`src/gpu_cfg.svh`:
```
`ifndef GPU_CFG_SVH
`define GPU_CFG_SVH

// Core geometry
`define NUM_WARPS   4
`define NUM_LANES   4
`define NUM_REGS    8

// Datapath and instruction address widths
`define DATA_WIDTH  32
`define IADDR_WIDTH 8

// Vector integer ops
`define OP_ADD      4'h1
`define OP_SUB      4'h2
`define OP_AND      4'h3
`define OP_XOR      4'h4
`define OP_ADDI     4'h5
`define OP_TID      4'h6

// Control flow
`define OP_JAL      4'h7
`define OP_SYNC     4'h8
`define OP_HALT     4'hf

`endif

```
`src/gpu_pkg.sv`:
```
package gpu_pkg;

`include "gpu_cfg.svh"

    typedef logic [1:0] warp_id_t;
    typedef logic [2:0] reg_addr_t;
    typedef logic [`DATA_WIDTH-1:0] data_t;
    typedef logic [`IADDR_WIDTH-1:0] iaddr_t;

    // Register form, used by the three-operand ALU ops
    typedef struct packed {
        logic [3:0] opcode;
        reg_addr_t  rd;
        reg_addr_t  rs1;
        reg_addr_t  rs2;
        logic [18:0] pad;
    } instr_r_t;

    // Immediate form, used by ADDI and JAL
    typedef struct packed {
        logic [3:0]         opcode;
        reg_addr_t          rd;
        reg_addr_t          rs1;
        logic [3:0]         pad;
        logic signed [17:0] imm;
    } instr_i_t;

    typedef union packed {
        instr_r_t r;
        instr_i_t i;
    } instr_u;

    typedef struct packed {
        logic [2:0] num_warps;
        iaddr_t     base_address;
    } core_cfg_t;

    typedef struct packed {
        logic     valid;
        warp_id_t warp;
        instr_u   instr;
    } buf_push_t;

    typedef struct packed {
        logic     valid;
        warp_id_t warp;
    } buf_pop_t;

    typedef struct packed {
        logic [`NUM_WARPS-1:0] mask;
        logic                  jump;
        warp_id_t              jump_warp;
        iaddr_t                jump_target;
    } retire_t;

    // Lane 0 sits in the low word
    typedef struct packed {
        logic                                   valid;
        warp_id_t                               warp;
        reg_addr_t                              rd;
        logic [`NUM_LANES-1:0][`DATA_WIDTH-1:0] lanes;
    } wb_t;

    // Warps below n take part in the kernel
    function automatic logic [`NUM_WARPS-1:0] launch_mask(logic [2:0] n);
        logic [`NUM_WARPS-1:0] m;
        for (int i = 0; i < `NUM_WARPS; i++) begin
            m[i] = (i < n);
        end
        return m;
    endfunction

    // First requester after last, wrapping; nearest one wins
    function automatic warp_id_t rr_pick(logic [`NUM_WARPS-1:0] req, warp_id_t last);
        warp_id_t pick;
        warp_id_t cand;
        pick = last;
        for (int k = `NUM_WARPS; k >= 1; k--) begin
            cand = warp_id_t'(last + k);
            if (req[cand]) begin
                pick = cand;
            end
        end
        return pick;
    endfunction

endpackage

```
`src/warp_fetcher.sv`:
```
`timescale 1ns/1ps
`include "gpu_cfg.svh"

module warp_fetcher import gpu_pkg::*; (
    input  logic                  clk,
    input  logic                  reset,
    input  logic                  start,
    input  core_cfg_t             cfg,
    output logic                  imem_valid,
    output iaddr_t                imem_address,
    input  logic                  imem_ready,
    input  instr_u                imem_data,
    input  logic [`NUM_WARPS-1:0] slot_full,
    input  retire_t               retire,
    output buf_push_t             push
);

    iaddr_t pc [`NUM_WARPS];
    logic [`NUM_WARPS-1:0] launched;
    logic [`NUM_WARPS-1:0] pending;
    logic [`NUM_WARPS-1:0] eligible;
    warp_id_t req_warp;
    warp_id_t last_warp;
    warp_id_t pick;
    logic can_request;
    logic xfer;

    // One instruction in flight per warp
    assign eligible = launched & ~pending & ~slot_full;
    assign pick = rr_pick(eligible, last_warp);

    assign xfer = imem_valid && imem_ready;

    // Next request may go out in the cycle the current one completes
    assign can_request = !start && (|eligible) && (!imem_valid || imem_ready);

    // Fetched word goes straight into the warp's slot
    assign push.valid = xfer;
    assign push.warp  = req_warp;
    assign push.instr = imem_data;

    always_ff @(posedge clk) begin
        if (reset) begin
            launched     <= '0;
            pending      <= '0;
            imem_valid   <= 1'b0;
            imem_address <= '0;
            req_warp     <= '0;
            last_warp    <= '0;
            for (int w = 0; w < `NUM_WARPS; w++) begin
                pc[w] <= '0;
            end
        end else begin
            if (xfer) begin
                imem_valid <= 1'b0;
            end

            if (start) begin
                launched <= launch_mask(cfg.num_warps);
                pending  <= '0;
                for (int w = 0; w < `NUM_WARPS; w++) begin
                    pc[w] <= cfg.base_address;
                end
            end else begin
                // Retired warps advance or take the jump
                for (int w = 0; w < `NUM_WARPS; w++) begin
                    if (retire.mask[w]) begin
                        pending[w] <= 1'b0;
                        if (retire.jump && retire.jump_warp == warp_id_t'(w)) begin
                            pc[w] <= retire.jump_target;
                        end else begin
                            pc[w] <= pc[w] + 1'b1;
                        end
                    end
                end

                if (can_request) begin
                    imem_valid     <= 1'b1;
                    imem_address   <= pc[pick];
                    req_warp       <= pick;
                    last_warp      <= pick;
                    pending[pick]  <= 1'b1;
                end
            end
        end
    end

    // Request held until the memory takes it
    a_addr_stable: assert property (@(posedge clk) disable iff (reset)
        imem_valid && !imem_ready |=> imem_valid && $stable(imem_address));

endmodule
```
`config.mk`:
```
export PLATFORM = sky130hd
export DESIGN_NAME = warp_fetcher
export DESIGN_NICKNAME = d
export VERILOG_FILES = /design/src/gpu_pkg.sv /design/src/warp_fetcher.sv
export VERILOG_INCLUDE_DIRS = /design/src
export SDC_FILE = /design/constraint.sdc
export NUM_CORES = 1
export LEC_CHECK = 0
export ABC_AREA = 1
export BUFFER_PORTS_ARGS = -buffer_cell sky130_fd_sc_hd__buf_2
export CORE_UTILIZATION = 40
export DETAILED_ROUTE_END_ITERATION = 16
export PLACE_DENSITY_LB_ADDON = 0.05
export SYNTH_ARGS = -nofsm -noshare
export SYNTH_HDL_FRONTEND = slang
export SYNTH_SLANG_ARGS = --single-unit
```
`constraint.sdc`:
```
create_clock -name clk -period 3.5 [get_ports clk]
set_input_delay 0.175 -clock clk [delete_from_list [all_inputs] [get_ports clk]]
set_output_delay 0.175 -clock clk [all_outputs]
set_load 0.05 [all_outputs]
```
==> metrics.cfg <==
[run_status]
outcome = finished clean

[floorplan]
initial_utilization_pct = 42.0
die_h_um = 98.6
pin_count = 110
die_area_um2 = 9730
die_w_um = 98.6
rows = 34
core_area_um2 = 8890

[timing]
clock_skew_ns = 0.0169
fin_crit_sh_pct = 63.2
worst_slew_pin_slew_ns = 0.597
rsz0062_at_grt = no
worst_slack_ns = 1.29
setup_viol_count_final = 0
relSlewSlack_pct = 60.2
fmax_mhz = 452
tns_ns = 0
final-hold-violation-count = 0
drv_slew = 0
fin_crit_ns = 2.21

[detailed_routing]
met3_wirelength_um = 626
final_antenna_net_count = 0
initialDrtViolationCount = 201
drt_wl_total_mm = 10.3
post_drt_wl_per_cell_um = 16.4
dr.pass1.iters = 4
viasPerCell = 5.38
met2WireLength_mm = 4.76
drcViolationCount = 0
vias = 3387
routed.top_layer = met4
met1_length_mm = 4.69

[final_layout]
post-route-util_pct = 43.8
areaGrowthSynthToFinish_pct = 4.22
nets = 590
diodes = 0
layout_common_cells = nand2_1, nand3_1, inv_1
layout.cells.non_filler = 629
mostFrequentLayoutCell = nand2_1
drive_above_1_share_pct = 17.1

[pwr]
power_density_nw_per_um2 = 430
irDropWorstVdd_mv = 0.170
leakagePower_nw = 1.80

[global_routing]
grt_pass1_wl_mm = 16.8
grt.overflow.total = 0
grt_start_max_net_pins = 21
antenna_found_initial = 0
grt_pass1_vias = 3296
track_usage_pct = 22.3

[critical_path]
cp.required_ns = 3.74
crit_fanout = 17
r2r-end = pending[3]$_SDFF_PP0_
rrSetupSlack_ns = 1.29
r2r_cells = 12
arrival_ns = 2.45
start_kind = register
crit_type = register to register
crit_path_start = last_warp[0]$_SDFFE_PP0P_
worstSetupEndpointType = register
timing.rr.start = last_warp[0]$_SDFFE_PP0P_

[logic_synthesis]
synth_area_um2 = 3740
synth_area_leaders = edfxtp_1, nand2_1, dfxtp_1
synth_seq_cells = 51
synth_top_area_share_pct = 25.7
syn_inst = 510
synth_cell_types = 43
ys_seq_area_share_pct = 35.9
avgSynthCellArea_um2 = 7.33
synth_fp_nets = 580
synth_warnings = 0
yosys.area.top_type = edfxtp_1

[min_path]
min_from = cfg[10]
holdPathStages = 3
hold_path_end = launched[3]$_SDFFE_PP0P_
hp-class = input port to register

[clock_network]
cts_tree = built
post_cts_buffers = 0
cts_buffer_depth = 2
clock-sinks = 51
cts.clk_slew.worst_paths_ns = 0.09
post_cts_resized = 0
h-tree-depth = 2
cts-root-buf = clkbuf_8
numCtsBuffers = 5
holdBufCountCts = 0
clk_latency_ns = 0.32

[placed_design]
port-buffer-count = 45
dp_hpwl_mm = 8.29
dp_cells = 621
gp_congestion = 0.949
preCtsSetupSlack_ns = 1.27

[flow_run]
maxCapViolations = 0

[layer usage]
| metal | track usage, % | vias up |
|---|---|---|
| met3 | 3.33 | 31 |
| met2 | 38.4 | 141 |
| met1 | 29.1 | 1535 |
| met4 | 6.89 | 0 |
| met5 | 0 | - |
| li1 | - | 1680 |
[report_power, final]
| group | internal, mW | total, mW | switching, mW | leakage, nW |
|---|---|---|---|---|
| logic | 0.150 | 0.476 | 0.326 | 1.23 |
| registers | 0.705 | 0.771 | 0.0659 | 0.515 |
| clock network | 0.213 | 0.429 | 0.216 | 0.0581 |
[Yosys cell counts (all sizes together)]
master	instances
nand3b	1
nor3b	2
nor3	6
o21a	9
o22ai	11
nand2	126
nand3	64
buf	39
inv	66
a2111oi	1
ha	4
edfxtp	32
o211ai	4
or2	3
a21oi	19
dfxtp	19
a41oi	1
o221ai	4
xnor2	5
nor2	49
nand4	1
a31oi	9
clkinv	2
a32o	1
xor2	7
clkbuf	4
o21ai	21
[worst max path at each step]
stage                                   end  slack (ns)  depth (start not counted)
4_1_cts               pending[3]$_SDFF_PP0_        1.25                         12
5_1_grt               pending[3]$_SDFF_PP0_        1.01                         12
3_3_place_gp          pending[3]$_SDFF_PP0_        1.33                         12
2_1_floorplan  imem_address[3]$_SDFFE_PP0P_        1.43                         17
6_report              pending[3]$_SDFF_PP0_        1.29                         12
3_5_place_dp         pc[1][0]$_SDFFCE_PP0P_        1.27                          8
[layout make-up]
class                           count  area, µm²
Clock inverter                      3       43.8
Tap cell                          108        135
Inverter                           68        265
Clock buffer                        5       68.8
Fill cell                         949       5000
Multi-Input combinational cell    348       1810
Timing Repair Buffer               46        233
Sequential cell                    51       1340
[through the flow]
stage | total power, mW | hold WS, ns | area, µm²
final | 1.68 | 0.108 | 3890
after global routing | 1.78 | 0.118 | 3890
after CTS | 1.68 | 0.0953 | 3890
after detailed placement | 1.26 | 0.350 | 3780
after global placement | 1.26 | 0.350 | 3780
after floorplan | 1.24 | 0.244 | 3740
[critical path, stage by stage, from the launching register on]
cell	delay [ns]
dfxtp_1	0.70
nand2_1	0.13
inv_2	0.09
nor2_2	0.05
nand3_1	0.11
nand2_2	0.08
inv_4	0.09
nand3_4	0.21
nand2_8	0.26
inv_2	0.06
nor2_1	0.15
nand3_1	0.11
o21ai_1	0.09
[sequential cells by signal (all words and copies together), names as in the netlist]
name	cells
imem_address	8
imem_valid	1
last_warp	2
launched	4
pc	32
pending	4
[kinds of logic (layout without fill, tap and decap cells)]
kind of cell | after synthesis | in the layout | share of synthesized area, %
buf+inv | 111 | 122 | 15.7
simple gates | 252 | 252 | 30.9
compound gates | 80 | 80 | 13.3
flops | 51 | 51 | 35.9
xor+xnor | 12 | 12 | 2.81
fa+ha+maj | 4 | 4 | 1.34
Note: power is estimated with default switching activity, not from simulation.
