**src/gpu_cfg.svh**
```systemverilog
`ifndef GPU_CFG_SVH
`define GPU_CFG_SVH

// Core geometry
`define NUM_WARPS   4
`define NUM_LANES   4
`define NUM_REGS    8

// Datapath and instruction address widths
`define DATA_WIDTH  32
`define IADDR_WIDTH 8

// Vector integer ops
`define OP_ADD      4'h1
`define OP_SUB      4'h2
`define OP_AND      4'h3
`define OP_XOR      4'h4
`define OP_ADDI     4'h5
`define OP_TID      4'h6

// Control flow
`define OP_JAL      4'h7
`define OP_SYNC     4'h8
`define OP_HALT     4'hf

`endif

```
**src/gpu_pkg.sv**
```systemverilog
package gpu_pkg;

`include "gpu_cfg.svh"

    typedef logic [1:0] warp_id_t;
    typedef logic [2:0] reg_addr_t;
    typedef logic [`DATA_WIDTH-1:0] data_t;
    typedef logic [`IADDR_WIDTH-1:0] iaddr_t;

    // Register form, used by the three-operand ALU ops
    typedef struct packed {
        logic [3:0] opcode;
        reg_addr_t  rd;
        reg_addr_t  rs1;
        reg_addr_t  rs2;
        logic [18:0] pad;
    } instr_r_t;

    // Immediate form, used by ADDI and JAL
    typedef struct packed {
        logic [3:0]         opcode;
        reg_addr_t          rd;
        reg_addr_t          rs1;
        logic [3:0]         pad;
        logic signed [17:0] imm;
    } instr_i_t;

    typedef union packed {
        instr_r_t r;
        instr_i_t i;
    } instr_u;

    typedef struct packed {
        logic [2:0] num_warps;
        iaddr_t     base_address;
    } core_cfg_t;

    typedef struct packed {
        logic     valid;
        warp_id_t warp;
        instr_u   instr;
    } buf_push_t;

    typedef struct packed {
        logic     valid;
        warp_id_t warp;
    } buf_pop_t;

    typedef struct packed {
        logic [`NUM_WARPS-1:0] mask;
        logic                  jump;
        warp_id_t              jump_warp;
        iaddr_t                jump_target;
    } retire_t;

    // Lane 0 sits in the low word
    typedef struct packed {
        logic                                   valid;
        warp_id_t                               warp;
        reg_addr_t                              rd;
        logic [`NUM_LANES-1:0][`DATA_WIDTH-1:0] lanes;
    } wb_t;

    // Warps below n take part in the kernel
    function automatic logic [`NUM_WARPS-1:0] launch_mask(logic [2:0] n);
        logic [`NUM_WARPS-1:0] m;
        for (int i = 0; i < `NUM_WARPS; i++) begin
            m[i] = (i < n);
        end
        return m;
    endfunction

    // First requester after last, wrapping; nearest one wins
    function automatic warp_id_t rr_pick(logic [`NUM_WARPS-1:0] req, warp_id_t last);
        warp_id_t pick;
        warp_id_t cand;
        pick = last;
        for (int k = `NUM_WARPS; k >= 1; k--) begin
            cand = warp_id_t'(last + k);
            if (req[cand]) begin
                pick = cand;
            end
        end
        return pick;
    endfunction

endpackage

```
**src/instr_buffer.sv**
```systemverilog
`timescale 1ns/1ps
`include "gpu_cfg.svh"

module instr_buffer import gpu_pkg::*; (
    input  logic                  clk,
    input  logic                  reset,
    input  buf_push_t             push,
    input  buf_pop_t              pop,
    output logic [`NUM_WARPS-1:0] slot_full,
    output instr_u                slots [`NUM_WARPS]
);

    // One full bit per warp
    always_ff @(posedge clk) begin
        if (reset) begin
            slot_full <= '0;
        end else begin
            // Push and pop target different warps when both fire
            if (pop.valid) begin
                slot_full[pop.warp] <= 1'b0;
            end
            if (push.valid) begin
                slot_full[push.warp] <= 1'b1;
            end
        end
    end

    // Instruction words
    always_ff @(posedge clk) begin
        if (push.valid) begin
            slots[push.warp] <= push.instr;
        end
    end

    // A warp never has a second word fetched before its first issues
    a_no_overwrite: assert property (@(posedge clk) disable iff (reset)
        push.valid |-> !slot_full[push.warp]);

    // Executor only pops what it saw as full
    a_no_empty_pop: assert property (@(posedge clk) disable iff (reset)
        pop.valid |-> slot_full[pop.warp]);

endmodule

```
**config.mk**
```make
export PLATFORM = sky130hd
export DESIGN_NAME = instr_buffer
export DESIGN_NICKNAME = d
export VERILOG_FILES = /design/src/gpu_pkg.sv /design/src/instr_buffer.sv
export VERILOG_INCLUDE_DIRS = /design/src
export SDC_FILE = /design/constraint.sdc
export NUM_CORES = 1
export LEC_CHECK = 0
export BUFFER_PORTS_ARGS = -buffer_cell sky130_fd_sc_hd__buf_2
export CORE_ASPECT_RATIO = 0.7
export CORE_MARGIN = 1
export CORE_UTILIZATION = 47
export DETAILED_ROUTE_END_ITERATION = 8
export GPL_ROUTABILITY_DRIVEN = 0
export PLACE_DENSITY = 0.79
export SLEW_MARGIN = 10
export SYNTH_ARGS = -nofsm -noshare
export SYNTH_HDL_FRONTEND = slang
export SYNTH_SLANG_ARGS = --single-unit
```
**constraint.sdc**
```tcl
create_clock -name clk -period 2.2 [get_ports clk]
set_input_delay 0.22 -clock clk [delete_from_list [all_inputs] [get_ports clk]]
set_output_delay 0.22 -clock clk [all_outputs]
set_load 0.02 [all_outputs]
```
==> run_summary.xml <==
<?xml version="1.0" encoding="UTF-8"?>
<metrics>
  <group name="timing">
    <metric name="layout_worst_path_cycle_share" unit="%">53.92</metric>
    <metric name="setup_viol" unit="">0</metric>
    <metric name="fin_crit" unit="ns">1.186</metric>
    <metric name="fmax" unit="MHz">843.0</metric>
    <metric name="finalMaxSlewViolations" unit="">0</metric>
    <metric name="worst-slew-pin-transition" unit="ns">0.4845</metric>
    <metric name="layout_skew" unit="ns">0</metric>
    <metric name="grt_setup_unrepaired" unit="">false</metric>
    <metric name="finalSetupTns" unit="ns">0</metric>
    <metric name="finalHoldViolCount" unit="">0</metric>
    <metric name="slew_headroom" unit="%">67.70</metric>
  </group>
  <group name="place">
    <metric name="io_buffer_count" unit="">171</metric>
    <metric name="detailed_place_hpwl" unit="mm">5.346</metric>
    <metric name="place.detailed.instances" unit="">427</metric>
  </group>
  <group name="floorplan">
    <metric name="core.rowCount" unit="">27</metric>
    <metric name="initial_core_util" unit="%">50.03</metric>
    <metric name="floorplan.die_area" unit="um^2">9012</metric>
    <metric name="die_height" unit="um">79.73</metric>
    <metric name="die_width" unit="um">113.0</metric>
    <metric name="io-pin-count" unit="">172</metric>
    <metric name="core_area" unit="um^2">8108</metric>
  </group>
  <group name="synthesis">
    <metric name="synthTopCellsByCount" unit="">128 x sky130_fd_sc_hd__edfxtp_1, 4 x sky130_fd_sc_hd__dfxtp_1, 3 x sky130_fd_sc_hd__nand2b_1</metric>
    <metric name="synth.avg_cell_area" unit="um^2">26.86</metric>
    <metric name="synth-main-ff-cell" unit="">sky130_fd_sc_hd__edfxtp_1</metric>
    <metric name="synth_cell_type_count" unit="">15</metric>
    <metric name="ranking_of_synthesized_cells_by_area" unit="">sky130_fd_sc_hd__edfxtp_1 95%, sky130_fd_sc_hd__dfxtp_1 2.0%, sky130_fd_sc_hd__nand2b_1 0.46%, sky130_fd_sc_hd__and3b_1 0.43%, sky130_fd_sc_hd__o32ai_1 0.43%</metric>
    <metric name="flip_flop_and_latch_count_after_synthesis" unit="">132</metric>
    <metric name="syn-cell-area" unit="um^2">4056</metric>
    <metric name="synthCells" unit="">151</metric>
    <metric name="synth-seq-area-share" unit="%">96.73</metric>
    <metric name="net_count_synth" unit="">191</metric>
    <metric name="synth-edff-count" unit="">128</metric>
    <metric name="netlist.area_leader.share" unit="%">94.76</metric>
    <metric name="asyncSetResetFlopFracSynth" unit="%">0</metric>
    <metric name="synth_area_leader" unit="">sky130_fd_sc_hd__edfxtp_1</metric>
    <metric name="yosysMostFrequentCell" unit="">sky130_fd_sc_hd__edfxtp_1</metric>
    <metric name="ys.warnings.count" unit="">0</metric>
  </group>
  <group name="route">
    <metric name="wl_met1" unit="mm">3.184</metric>
    <metric name="drcViolationCount" unit="">0</metric>
    <metric name="maxUsedRoutingLayer" unit="">met4</metric>
    <metric name="vias_after_detailed_routing" unit="">2210</metric>
    <metric name="route.antenna.remaining_nets" unit="">0</metric>
    <metric name="detailroute.wirelength.met2" unit="mm">3.851</metric>
    <metric name="drt_wl_total" unit="mm">8.006</metric>
    <metric name="detail_route.vias_per_cell" unit="">4.825</metric>
    <metric name="dr.pass1.iters" unit="">4</metric>
    <metric name="wl_per_cell" unit="um">17.48</metric>
    <metric name="number_of_drc_markers_in_iteration_0" unit="">118</metric>
    <metric name="route.met3.wl" unit="um">822</metric>
  </group>
  <group name="clocking">
    <metric name="clock-root-buffer" unit="">sky130_fd_sc_hd__clkbuf_16</metric>
    <metric name="tritoncts.num_buffers" unit="">17</metric>
    <metric name="number_of_h_tree_branching_levels" unit="">4</metric>
    <metric name="clock_tree.buffer_depth" unit="">2</metric>
    <metric name="clkSlewWorstSetupHoldPaths" unit="ns">0.06</metric>
    <metric name="postCtsResizedCells" unit="">0</metric>
    <metric name="tritoncts" unit="">yes</metric>
    <metric name="cts.sink_count" unit="">132</metric>
    <metric name="cts.repair_timing.setup_buffer_count" unit="">0</metric>
    <metric name="clock_latency" unit="ns">0.40</metric>
    <metric name="cts-hold-fix-buffers" unit="">0</metric>
  </group>
  <group name="hold_path">
    <metric name="worst_hold_path_type" unit="">input pin to flop</metric>
    <metric name="timing.hold.worst.start" unit="">push[19]</metric>
    <metric name="worstHoldPathCells" unit="">1</metric>
    <metric name="endpoint_worst_hold" unit="">slots[115]</metric>
  </group>
  <group name="setup_path">
    <metric name="worst_path_arrival_time" unit="ns">0.97</metric>
    <metric name="timing.critical_path.cells" unit="">buf_2</metric>
    <metric name="critical_path_buf_inv_count" unit="">1</metric>
    <metric name="cp_top_family" unit="">flip-flops</metric>
    <metric name="critical_path_depth" unit="">1</metric>
    <metric name="worstPathRequired" unit="ns">1.98</metric>
    <metric name="worstSetupStartpoint" unit="">slots[100]</metric>
    <metric name="register_to_register_path_depth" unit="">2</metric>
    <metric name="worstSetupEndpointType" unit="">primary output</metric>
    <metric name="end_of_the_worst_register_to_register_path" unit="">slot_full[3]</metric>
    <metric name="slowest_stage" unit="">sky130_fd_sc_hd__edfxtp_1</metric>
    <metric name="crit_path_start_kind" unit="">flop</metric>
    <metric name="crit_path_max_incr_delay" unit="ns">0.39</metric>
    <metric name="r2r_path_start" unit="">slot_full[3]</metric>
    <metric name="timing_worst_setup_path_type" unit="">flop to primary output</metric>
    <metric name="crit_fanout" unit="">1</metric>
    <metric name="timing.reg2reg.setup_slack" unit="ns">1.47</metric>
  </group>
  <group name="power_and_ir_drop">
    <metric name="vdd_ir_drop_max" unit="mV">0.6628</metric>
    <metric name="pwr_density_cell" unit="nW/um^2">1060</metric>
    <metric name="leak_pwr" unit="uW">0.002239</metric>
  </group>
  <group name="global_route">
    <metric name="grt_start_max_net_pins" unit="">34</metric>
    <metric name="grt_util_all_layers" unit="%">19.07</metric>
    <metric name="grt_first_pass_wirelength" unit="mm">11.74</metric>
    <metric name="grt_antenna_before_repair" unit="">0</metric>
    <metric name="grt-ovfl-total" unit="">0</metric>
    <metric name="via_count_of_the_first_global_routing_pass" unit="">2188</metric>
  </group>
  <group name="layout">
    <metric name="fin_cells" unit="">458</metric>
    <metric name="synthToLayoutAreaGrowth" unit="%">39.91</metric>
    <metric name="n_antenna_cell" unit="">0</metric>
    <metric name="drive_above_1_share" unit="%">57.42</metric>
    <metric name="finalNetCount" unit="">385</metric>
  </group>
  <group name="job">
    <metric name="max_cap_violations" unit="">0</metric>
  </group>
  <group name="outcome">
    <metric name="result_of_the_run" unit="">complete, no violations</metric>
  </group>
</metrics>
==> state kept, by name, indices dropped and copies added, names as in the netlist <==
signal	flops
slot_full	4
slots	128
==> per-layer routing <==
layer	vias up	GRT usage [%]
met5	-	0
met4	0	10.66
met3	15	9.339
met2	127	30.18
met1	1067	21.34
li1	1001	-
==> worst register-to-register path: cells and delay by family, from the launching register on <==
family             cells  cell delay [ns]
AOI/OAI and AO/OA      1             0.18
DFF                    1             0.31
and+or+nand+nor        1             0.13
==> power breakdown <==
part	switching, uW	internal [uW]	total [uW]
Clock	947	1760	2710
Sequential	32.5	2890	2930
Combinational	269	114	382
Total	1250	4770	6010
==> through the flow <==
| step | setup slack [ns] | power, uW | cell area [um^2] | hold slack [ns] | util (%) |
|---|---|---|---|---|---|
| 2_1_floorplan | 0.1401 | 3164 | 4056 | 0.3189 | - |
| 3_3_place_gp | 0.8628 | 3352 | 5102 | 0.4326 | 62.93 |
| 3_5_place_dp | 0.8158 | 3362 | 5102 | 0.4359 | 62.93 |
| 4_1_cts | 0.9942 | 6072 | 5675 | 0.009132 | 70.00 |
| 5_1_grt | 0.9722 | 6208 | 5675 | 0.01116 | 70.00 |
| 6_report | 1.014 | 6014 | 5675 | 0.02857 | 70.00 |
==> how the worst max path moves through the flow <==
stage,slack (ns),to
after global routing,0.97,slots[26]
after detailed placement,0.82,slots[84]
final,1.01,slots[100]
after CTS,0.99,slots[101]
after floorplan,0.14,slots[32]
after global placement,0.86,slots[84]
==> cells in the final DEF, fill, tap and decap left out, types with 3 or more instances in the layout <==
master                        n
sky130_fd_sc_hd__clkbuf_16   17
sky130_fd_sc_hd__clkinv_2     3
sky130_fd_sc_hd__bufinv_16    3
sky130_fd_sc_hd__nand2b_1     3
sky130_fd_sc_hd__edfxtp_1   128
sky130_fd_sc_hd__clkbuf_1     3
sky130_fd_sc_hd__dfxtp_1      4
sky130_fd_sc_hd__buf_4        3
sky130_fd_sc_hd__buf_2      171
==> area by class of cell <==
type | instances | area (um^2)
Clock buffer | 20 | 436.7
Clock inverter | 11 | 136.4
Fill cell | 515 | 2432
Inverter | 1 | 3.754
Multi-Input combinational cell | 18 | 150.1
Sequential cell | 132 | 3924
Tap cell | 101 | 126.4
Timing Repair Buffer | 175 | 898.4
==> cell families after synthesis <==
group | after synthesis | share of synthesized area, %
simple gates | 14 | 2.314
compound gates | 4 | 0.8638
flops | 132 | 96.73
buf+inv | 1 | 0.09245
No activity file was read; power rests on OpenSTA's default activity.
